## src/common/sbuf_params.svh

```systemverilog
// Word width must be a whole number of bytes and the memory depth a power of two.
`ifndef SBUF_PARAMS_SVH
`define SBUF_PARAMS_SVH

// Byte address width.
`define SBUF_ADDR_W 12

// Word width in bits.
`define SBUF_DATA_W 32

// Words held by the memory array.
`define SBUF_MEM_WORDS 256

`define SBUF_MASK_W (`SBUF_DATA_W / 8)
`define SBUF_OFFSET_W $clog2(`SBUF_MASK_W)
`endif

```

## src/common/sbuf_lookup_pkg.sv

```systemverilog
// Forwarded data is only meaningful in the byte lanes whose mask bit is set.
`include "sbuf_params.svh"

package sbuf_lookup_pkg;

  // Bytes supplied by the store buffer for one load.
  typedef struct packed {
    logic [`SBUF_DATA_W-1:0] data;
    logic [`SBUF_MASK_W-1:0] mask;
  } fwd_result_t;

  // Array word read for a load, held for the response cycle.
  typedef struct packed {
    logic [`SBUF_DATA_W-1:0] data;
    logic [`SBUF_ADDR_W-1:0] addr;
  } load_resp_t;

endpackage

```

## src/common/sbuf_store_pkg.sv

```systemverilog
// Store addresses are byte addresses, and a set store writes the whole word whatever its mask.
`include "sbuf_params.svh"

package sbuf_store_pkg;

  typedef logic [`SBUF_MASK_W-1:0] byte_mask_t;

  typedef logic [`SBUF_ADDR_W-`SBUF_OFFSET_W-1:0] word_addr_t;

  typedef struct packed {
    logic [`SBUF_ADDR_W-1:0] addr;
    logic [`SBUF_DATA_W-1:0] data;
    byte_mask_t              mask;
    logic                    set;  // Full-word store.
  } store_entry_t;

  function automatic word_addr_t word_addr(logic [`SBUF_ADDR_W-1:0] addr);
    return addr[`SBUF_ADDR_W-1:`SBUF_OFFSET_W];
  endfunction

  function automatic byte_mask_t eff_mask(store_entry_t entry);
    return entry.set ? '1 : entry.mask;  // Set overrides the byte mask.
  endfunction

endpackage

```

## src/sbuf/byte_merge_mux.sv

```systemverilog
// Selects per byte lane only; partial bytes are never merged.
`timescale 1ns/1ps
`include "sbuf_params.svh"

module byte_merge_mux
  import sbuf_store_pkg::*;
(
  input  logic [`SBUF_DATA_W-1:0] data0_i,
  input  logic [`SBUF_DATA_W-1:0] data1_i,
  input  byte_mask_t              sel_i,
  output logic [`SBUF_DATA_W-1:0] data_o
);

  always_comb begin
    for (int b = 0; b < `SBUF_MASK_W; b++) begin
      if (sel_i[b]) begin
        data_o[b*8 +: 8] = data1_i[b*8 +: 8];
      end else begin
        data_o[b*8 +: 8] = data0_i[b*8 +: 8];
      end
    end
  end

endmodule

```

## src/sbuf/sbuf_queue.sv

```systemverilog
// Holds two elements without reset; the caller tracks occupancy and drives the enables.
`timescale 1ns/1ps

module sbuf_queue #(
  parameter type T = logic
) (
  input  logic clk_i,
  input  T     data_i,
  input  logic el0_en_i,
  input  logic el1_en_i,
  input  logic mux0_sel_i,
  input  logic mux1_sel_i,
  output T     el0_snoop_o,
  output T     el1_snoop_o,
  output T     data_o
);

  T el0_r;
  T el1_r;
  T el1_next;

  // Head refills from the tail when one is held, else from the input.
  assign el1_next = mux0_sel_i ? el0_r : data_i;

  always_ff @(posedge clk_i) begin
    if (el0_en_i) begin
      el0_r <= data_i;
    end
    if (el1_en_i) begin
      el1_r <= el1_next;
    end
  end

  assign data_o = mux1_sel_i ? el1_r : data_i;  // Input passes through when empty.
  assign el0_snoop_o = el0_r;
  assign el1_snoop_o = el1_r;

endmodule

```

## src/sbuf/store_buffer.sv

```systemverilog
// No store ready: a store while full_o is high is only legal in a cycle where drain_yumi_i is high.
`timescale 1ns/1ps
`include "sbuf_params.svh"

module store_buffer
  import sbuf_store_pkg::*;
  import sbuf_lookup_pkg::*;
(
  input  logic                    clk_i,
  input  logic                    reset_i,
  input  logic                    store_v_i,
  input  store_entry_t            store_i,
  output logic                    drain_v_o,
  output store_entry_t            drain_o,
  input  logic                    drain_yumi_i,
  output logic                    empty_o,
  output logic                    full_o,
  input  logic                    lookup_v_i,
  input  logic [`SBUF_ADDR_W-1:0] lookup_addr_i,
  output fwd_result_t             fwd_o
);

  logic [1:0]   num_els_r;
  logic         el0_valid;
  logic         el1_valid;
  logic         el0_en;
  logic         el1_en;
  logic         mux0_sel;
  logic         mux1_sel;
  store_entry_t el0_entry;
  store_entry_t el1_entry;

  always_comb begin
    drain_v_o = 1'b0;
    empty_o   = 1'b0;
    el0_valid = 1'b0;
    el1_valid = 1'b0;
    el0_en    = 1'b0;
    el1_en    = 1'b0;
    mux0_sel  = 1'b0;
    mux1_sel  = 1'b0;
    case (num_els_r)
      2'd0: begin
        drain_v_o = store_v_i;  // Empty buffer offers the incoming store directly.
        empty_o   = 1'b1;
        el1_en    = store_v_i & ~drain_yumi_i;
      end
      2'd1: begin
        drain_v_o = 1'b1;
        el1_valid = 1'b1;
        el0_en    = store_v_i & ~drain_yumi_i;
        el1_en    = store_v_i & drain_yumi_i;
        mux1_sel  = 1'b1;
      end
      2'd2: begin
        drain_v_o = 1'b1;
        el0_valid = 1'b1;
        el1_valid = 1'b1;
        el0_en    = store_v_i & drain_yumi_i;
        el1_en    = drain_yumi_i;  // Tail moves up to the head.
        mux0_sel  = 1'b1;
        mux1_sel  = 1'b1;
      end
      default: begin
      end
    endcase
  end

  assign full_o = (num_els_r == 2'd2);

  always_ff @(posedge clk_i) begin
    if (reset_i) begin
      num_els_r <= 2'd0;
    end else begin
      num_els_r <= num_els_r + 2'(store_v_i) - 2'(drain_v_o & drain_yumi_i);
    end
  end

  sbuf_queue #(
    .T(store_entry_t)
  ) i_entry_q (
    .clk_i      (clk_i),
    .data_i     (store_i),
    .el0_en_i   (el0_en),
    .el1_en_i   (el1_en),
    .mux0_sel_i (mux0_sel),
    .mux1_sel_i (mux1_sel),
    .el0_snoop_o(el0_entry),
    .el1_snoop_o(el1_entry),
    .data_o     (drain_o)
  );

  word_addr_t              lookup_word;
  logic                    hit0;
  logic                    hit1;
  logic                    hit2;
  byte_mask_t              sel0;
  byte_mask_t              sel1;
  byte_mask_t              sel2;
  logic [`SBUF_DATA_W-1:0] el_merge_data;
  fwd_result_t             fwd_n;

  // el0 is younger than el1, and the incoming store is youngest of all.
  assign lookup_word = word_addr(lookup_addr_i);
  assign hit0 = el0_valid & (word_addr(el0_entry.addr) == lookup_word);
  assign hit1 = el1_valid & (word_addr(el1_entry.addr) == lookup_word);
  assign hit2 = store_v_i & (word_addr(store_i.addr) == lookup_word);

  assign sel0 = hit0 ? eff_mask(el0_entry) : '0;
  assign sel1 = hit1 ? eff_mask(el1_entry) : '0;
  assign sel2 = hit2 ? eff_mask(store_i) : '0;

  byte_merge_mux i_merge_el (
    .data0_i(el1_entry.data),
    .data1_i(el0_entry.data),
    .sel_i  (sel0),
    .data_o (el_merge_data)
  );

  byte_merge_mux i_merge_in (
    .data0_i(el_merge_data),
    .data1_i(store_i.data),
    .sel_i  (sel2),
    .data_o (fwd_n.data)
  );

  assign fwd_n.mask = sel0 | sel1 | sel2;

  always_ff @(posedge clk_i) begin
    if (lookup_v_i) begin
      fwd_o <= fwd_n;  // Sampled with the array read in word_mem.
    end
  end

endmodule

```

## config.mk

```make
export PLATFORM = sky130hd
export DESIGN_NAME = store_buffer
export DESIGN_NICKNAME = d
export VERILOG_FILES = /design/src/common/sbuf_lookup_pkg.sv /design/src/common/sbuf_store_pkg.sv /design/src/sbuf/byte_merge_mux.sv /design/src/sbuf/sbuf_queue.sv /design/src/sbuf/store_buffer.sv
export VERILOG_INCLUDE_DIRS = /design/src /design/src/common
export SDC_FILE = /design/constraint.sdc
export NUM_CORES = 1
export LEC_CHECK = 0
export BUFFER_PORTS_ARGS = -buffer_cell sky130_fd_sc_hd__buf_2
export CORE_UTILIZATION = 35
export DETAILED_ROUTE_END_ITERATION = 8
export SLEW_MARGIN = 10
export SYNTH_ARGS = -nofsm -noshare
export SYNTH_HDL_FRONTEND = slang
export SYNTH_SLANG_ARGS = --single-unit
```

## constraint.sdc

```tcl
create_clock -name clk_i -period 7.95 [get_ports clk_i]
set_input_delay 0.3975 -clock clk_i [delete_from_list [all_inputs] [get_ports clk_i]]
set_output_delay 0.3975 -clock clk_i [all_outputs]
set_load 0.01 [all_outputs]
```

==> flow_metrics.py, run 1 <==
metrics = {
    "timing": {
        "period_needed_ps": 3130,
        "rsz0062_at_grt": "no",
        "relSlewSlack_pct": 22.2,
        "max_freq_mhz": 319,
        "min_period_over_period_pct": 39.4,
        "hold_viol": 0,
        "setup_ws_ps": 4820,
        "fin_skew_ps": 6.03,
        "maxSlewViolCount": 0,
        "tightest_slew_ps": 1170,
        "holdWs_ps": 152,
        "setup_tns_ps": 0,
        "setup_violations": 0,
    },
    "global_routing": {
        "grt_pass1_wl_um": 27300,
        "grt_pass1_vias": 4839,
        "grt.total_usage_pct": 18.2,
        "grt-ovfl-total": 0,
        "antenna_found_initial": 0,
        "grt_max_degree": 52,
    },
    "die": {
        "die_x_um": 143,
        "start_util_pct": 35.7,
        "die-area_sq_um": 20300,
        "pin_count": 154,
        "placementRows": 51,
        "coreArea_sq_um": 19400,
        "die_h_um": 143,
    },
    "synth": {
        "ys_ff_latch": 136,
        "syn-num-nets": 586,
        "avgSynthCellArea_sq_um": 13.5,
        "synth_cell_types": 38,
        "synth.top_cell.area_share_pct": 58.1,
        "synth-seq-area-share_pct": 58.7,
        "synthCells": 514,
        "synth_top_cell_by_area": "edfxtp_1",
        "synth_edf_count": 134,
        "synth.area.top_cells": "edfxtp_1 58%, mux2_2 16%, a21oi_1 3.7%",
        "synthFlopType": "edfxtp_1",
        "synth_area_sq_um": 6920,
        "yosysWarnings": 0,
        "ys_async_sr_fraction_pct": 0,
    },
    "critical_path": {
        "reg2reg_from": "i_entry_q.el0_snoop_o[43]",
        "rr_worst_depth": 5,
        "worst-endpoint-required_ps": 8120,
        "startpoint_type": "flip-flop",
        "reg2reg_to": "fwd_o[26]",
        "cp_max_fo": 29,
        "critPathLaunch": "i_entry_q.el0_snoop_o[43]",
        "cp-endpoint": "fwd_o[26]",
        "cp-end-kind": "flip-flop",
        "r2r_slack_ps": 4820,
        "critPathArrivalTime_ps": 3300,
        "critPathKind": "reg2reg",
    },
    "placed_design": {
        "io_buffer_count": 151,
        "dp_hpwl_um": 11700,
        "place_inst": 909,
        "gp_congestion": 0.796,
        "pre_cts_ws_ps": 4660,
    },
    "detailed_routing": {
        "viasPerCell": 5.09,
        "drtIter0Drc": 273,
        "avgRoutedWirePerCell_um": 18.9,
        "num_vias": 4788,
        "routed_wl_um": 17800,
        "antenna_left": 0,
        "route.detailed.drc": 0,
        "first_pass_iters": 4,
    },
    "power_and_ir_drop": {
        "peakVddDrop_uv": 186,
        "power.density_nw_per_um2": 326,
        "leakagePower_nw": 3.25,
    },
    "clock_tree": {
        "clock_latency_ps": 420,
        "cts.htree.levels": 4,
        "cts-hold-fix-buffers": 0,
        "cts_setup_buffers": 0,
        "ctsResizeCount": 0,
        "clk_pin_slew_ps": 60,
        "cts_made_buffers": 17,
        "clock_path_buffers": 2,
        "cts-root-buf": "clkbuf_16",
        "tritoncts": "built",
        "cts_sinks": 136,
    },
    "cells_and_area": {
        "antenna_cells": 0,
        "syn_to_final_growth_pct": 25.1,
        "drive_gt1_share_pct": 44.6,
        "fin_nets": 735,
        "layout_commonest_cell": "buf_2",
        "stdcell_count": 940,
        "layout_common_cells": "151 x buf_2, 134 x edfxtp_1, 99 x mux2_2",
    },
    "min_path": {
        "min_from": "reset_i",
        "hp-class": "in2reg",
    },
    "flow_run": {
        "max_cap_violations": 0,
    },
    "outcome": {
        "status": "complete, no violations",
    },
}
==> per-stage QoR <==
| step | power (mW) | util (%) | cell area, sq um |
|---|---|---|---|
| 2_1_floorplan | 1.61 | - | 6920 |
| 3_3_place_gp | 1.91 | 41.2 | 7990 |
| 3_5_place_dp | 1.93 | 41.2 | 7990 |
| 4_1_cts | 2.86 | 44.7 | 8660 |
| 5_1_grt | 2.97 | 44.7 | 8660 |
| 6_report | 2.82 | 44.7 | 8660 |
==> routing by layer <==
metal  GRT usage [%]  share of wire (%)  vias up
met3            3.49                5.5       20
li1                -                  -     2280
met4            7.58                1.9        0
met1            23.0                 44     2318
met5               0                  0        -
met2            30.4                 49      170
==> worst max-delay path: stages (launching register included) <==
cell and delay, ps:
edfxtp_1 390, xor2_1 220, nor2_2 930, nand4_1 670, o21a_1 360, o31a_1 300
==> cell usage after synthesis, drive strengths merged (5+ instances only) <==
cell / n
buf: 9
ha: 6
nand2: 29
nand4: 7
edfxtp: 134
and3: 5
and4b: 24
xor2: 8
nor4: 5
xnor2: 23
clkbuf: 18
a21oi: 51
mux2: 99
or3: 5
nor2: 35
o211ai: 8
==> final cells by class <==
cell class	instances	area, sq um
Fill cell	1808	10700
Sequential cell	136	4060
Multi-Input combinational cell	348	2780
Timing Repair Buffer	157	801
Clock buffer	17	425
Tap cell	265	332
Clock inverter	14	254
Inverter	3	11.3
==> flip-flops by register name (all words and copies together) (netlist names) <==
name                   cells
i_entry_q.el1_snoop_o     49
i_entry_q.el0_snoop_o     49
num_els_r                  2
fwd_o                     36
==> how the worst min path moves through the flow <==
stage	end	slack [ps]	cells past startpoint
2_1_floorplan	num_els_r[0]	470	1
3_3_place_gp	i_entry_q.el1_snoop_o[37]	540	1
3_5_place_dp	i_entry_q.el1_snoop_o[38]	540	1
4_1_cts	num_els_r[0]	130	2
5_1_grt	num_els_r[1]	140	2
6_report	num_els_r[0]	150	2
==> power by group <==
part	switching, mW	total (mW)	internal (mW)
combinational	0.470	0.874	0.404
sequential	0.0605	1.03	0.974
clock	0.300	0.915	0.616
==> kinds of logic after synthesis <==
group	share of synthesized area, %
fa+ha+maj	1.08
buf+inv	1.70
mux	16.1
flops	58.7
xor+xnor	3.92
compound gates	6.76
simple gates	11.7
(Power assumes the default switching activity.)
==> inputs of run 2 (changes only) <==
--- a/config.mk
+++ b/config.mk
@@ -6,6 +6,7 @@
 export SDC_FILE = /design/constraint.sdc
 export NUM_CORES = 1
 export LEC_CHECK = 0
+export ABC_AREA = 1
 export BUFFER_PORTS_ARGS = -buffer_cell sky130_fd_sc_hd__buf_2
 export CORE_UTILIZATION = 35
 export DETAILED_ROUTE_END_ITERATION = 8
==> constraint.sdc (replaced) <==
create_clock -name clk_i -period 3.2 [get_ports clk_i]
set_input_delay 0.16 -clock clk_i [delete_from_list [all_inputs] [get_ports clk_i]]
set_output_delay 0.16 -clock clk_i [all_outputs]
set_load 0.01 [all_outputs]
==> run 2 against run 1 <==
Net effect: largest power group unchanged; synthesized area is 5.0% higher; design area is 8.3% higher; largest cell class unchanged; critical path depth rose by 2; clock-buffer cell count is 3 higher; non-clock buffer count increased by 52.
==> flow_metrics.py, run 2 <==
metrics = {
    "critical_path": {
        "crit_path_frequent_cell": "nand3_1",
        "critPathArrivalTime_ps": 2760,
        "path_cells": "inv_1, ha_4, buf_4, o21ai_0, nor3_1, nand3_1, nand3_1",
        "reg2reg_to": "fwd_o[2]",
        "worst-endpoint-required_ps": 3460,
        "cp_max_fo": 53,
        "crit_slowest_cell": "nor3_1",
        "startpoint_type": "flip-flop",
        "cp-endpoint": "fwd_o[2]",
        "rr_worst_depth": 7,
        "cp-end-kind": "flip-flop",
        "critical-path-max-stage-delay_ps": 500,
        "critPathKind": "reg2reg",
        "r2r_slack_ps": 700,
        "critPathLaunch": "num_els_r[1]",
        "reg2reg_from": "num_els_r[1]",
    },
    "power_and_ir_drop": {
        "peakVddDrop_uv": 452,
        "power.density_nw_per_um2": 772,
        "leakagePower_nw": 4.17,
        "power_mw": 7.24,
    },
    "timing": {
        "relSlewSlack_pct": 32.5,
        "hold_viol": 0,
        "rsz0062_at_grt": "no",
        "maxSlewViolCount": 0,
        "tightest_slew_ps": 1010,
        "min_period_over_period_pct": 78.0,
        "setup_violations": 0,
        "period_needed_ps": 2500,
        "max_freq_mhz": 400,
        "setup_tns_ps": 0,
        "fin_skew_ps": 10.0,
    },
    "clock_tree": {
        "clock_path_buffers": 2,
        "tritoncts": "built",
        "cts_sinks": 136,
        "clk_pin_slew_ps": 60,
        "clock_latency_ps": 420,
        "cts-root-buf": "clkbuf_16",
        "ctsResizeCount": 0,
        "cts_made_buffers": 17,
        "cts.htree.levels": 4,
    },
    "min_path": {
        "hp-class": "in2reg",
    },
    "synth": {
        "synth.area.top_cells": "edfxtp_1 55%, nand2_1 11%, o21ai_0 7.2%",
        "synthFlopType": "edfxtp_1",
        "synth_area_sq_um": 7270,
        "synth_edf_count": 134,
        "synth.top_cell.area_share_pct": 55.3,
        "ys_ff_latch": 136,
        "synth_top_cell_by_area": "edfxtp_1",
        "yosysWarnings": 0,
        "synth_commonest_cells": "221 x nand2_1, 134 x edfxtp_1, 131 x inv_1",
        "synth_most_common_cell": "nand2_1",
        "synth-seq-area-share_pct": 55.9,
        "syn-num-nets": 886,
        "avgSynthCellArea_sq_um": 8.93,
        "synth_cell_types": 34,
        "ys_async_sr_fraction_pct": 0,
        "synthCells": 814,
    },
    "flow_run": {
        "max_cap_violations": 0,
    },
    "die": {
        "pin_count": 154,
        "placementRows": 52,
        "start_util_pct": 35.8,
        "die_x_um": 146,
        "die_h_um": 146,
        "die-area_sq_um": 21400,
        "coreArea_sq_um": 20300,
    },
    "cells_and_area": {
        "fin_nets": 1078,
        "layout_common_cells": "221 x nand2_1, 151 x buf_2, 134 x edfxtp_1",
        "drive_gt1_share_pct": 21.1,
        "layout_commonest_cell": "nand2_1",
        "antenna_cells": 0,
        "fillerInstances": 2015,
        "syn_to_final_growth_pct": 29.0,
    },
    "placed_design": {
        "dp_hpwl_um": 13100,
        "io_buffer_count": 151,
        "gp_congestion": 0.863,
    },
    "global_routing": {
        "antenna_found_initial": 0,
        "grt-ovfl-total": 0,
        "grt_pass1_wl_um": 31600,
        "grt.total_usage_pct": 19.3,
        "grt_max_degree": 54,
        "grt_pass1_vias": 5879,
    },
    "detailed_routing": {
        "first_pass_iters": 5,
        "avgRoutedWirePerCell_um": 15.6,
        "num_vias": 6139,
        "routed_wl_um": 20100,
        "antenna_left": 0,
        "route.detailed.drc": 0,
        "viasPerCell": 4.77,
        "drtIter0Drc": 362,
    },
    "outcome": {
        "status": "complete, no violations",
    },
}
run 2: cell count changes after synthesis, sizes merged, moves of 15 or more:
| cell | delta |
|---|---|
| and4b | -24 |
| nor2 | -18 |
| nand2 | +192 |
| mux2 | -99 |
| nand4 | +27 |
| o21ai | +100 |
| xnor2 | -15 |
| inv | +134 |
| nand3 | +87 |
| a21oi | -48 |
run 2: cell type report:
| cell class | count | area [sq um] | area share (%) |
|---|---|---|---|
| clock buffer | 20 | 437 | 4.65 |
| timing repair buffer | 209 | 1350 | 14.4 |
| tap | 270 | 338 | 3.60 |
| sequential | 136 | 4060 | 43.3 |
| inverter | 139 | 522 | 5.56 |
| clock inverter | 10 | 130 | 1.39 |
| multi-input combinational | 503 | 2540 | 27.1 |
run 2: per-layer routing:
| layer | vias to the layer above | share of wire (%) | track usage, % |
|---|---|---|---|
| met5 | - | 0 | 0 |
| met4 | 0 | 1.8 | 6.56 |
| met3 | 19 | 5.6 | 3.78 |
| met2 | 202 | 46 | 30.8 |
| met1 | 2826 | 46 | 26.1 |
| li1 | 3092 | - | - |
run 2: stage by stage:
stage / hold slack (ps) / utilization, % / cell area (sq um) / setup WS, ps / std cells
2_1_floorplan: 231 / - / 7290 / 26.7 / 814
3_3_place_gp: 343 / 41.0 / 8320 / 718 / 1207
3_5_place_dp: 343 / 41.0 / 8320 / 670 / 1207
4_1_cts: 158 / 46.2 / 9380 / 650 / 1287
5_1_grt: 204 / 46.2 / 9380 / 484 / 1287
6_report: 178 / 46.2 / 9380 / 703 / 1287
run 2: repair_timing:
action,in CTS,in global routing
hold buffers,50,0
buffers inserted,0,0
hold endpoints to repair,51,0
run 2: worst max-delay path: cells and delay by family, from the launching register on:
| family | cells | cell delay (ps) |
|---|---|---|
| AOI/OAI and AO/OA | 1 | 170 |
| adders and majority gates | 1 | 360 |
| buffers and inverters | 2 | 590 |
| DFF | 1 | 390 |
| and+or+nand+nor | 3 | 810 |
run 2: worst min-delay path by stage:
stage                     startpoint            to  slack (ps)  depth (start not counted)
final                      store_v_i  num_els_r[0]         180                          4
after global routing       store_v_i  num_els_r[0]         200                          4
after CTS                  store_v_i  num_els_r[0]         160                          4
after detailed placement     reset_i  num_els_r[0]         340                          2
after global placement       reset_i  num_els_r[0]         340                          2
after floorplan              reset_i  num_els_r[0]         230                          1
run 2: logic make-up (layout without fill, tap and decap cells):
| family | after synthesis | in the layout | synth area share (%) |
|---|---|---|---|
| AND/OR/NAND/NOR | 378 | 378 | 24.2 |
| flip-flops | 136 | 136 | 55.9 |
| AO/OA/AOI/OAI | 110 | 110 | 7.78 |
| XOR/XNOR | 9 | 9 | 1.19 |
| buffers and inverters | 175 | 378 | 9.91 |
| adder cells (fa/ha/maj) | 6 | 6 | 1.03 |
run 2: power breakdown:
group	total [mW]	internal (mW)	switching [mW]	leakage (nW)
Clock	1.94	1.21	0.731	0.267
Sequential	2.69	2.51	0.182	1.28
Combinational	2.61	0.940	1.67	2.62
Total	7.24	4.66	2.58	4.17
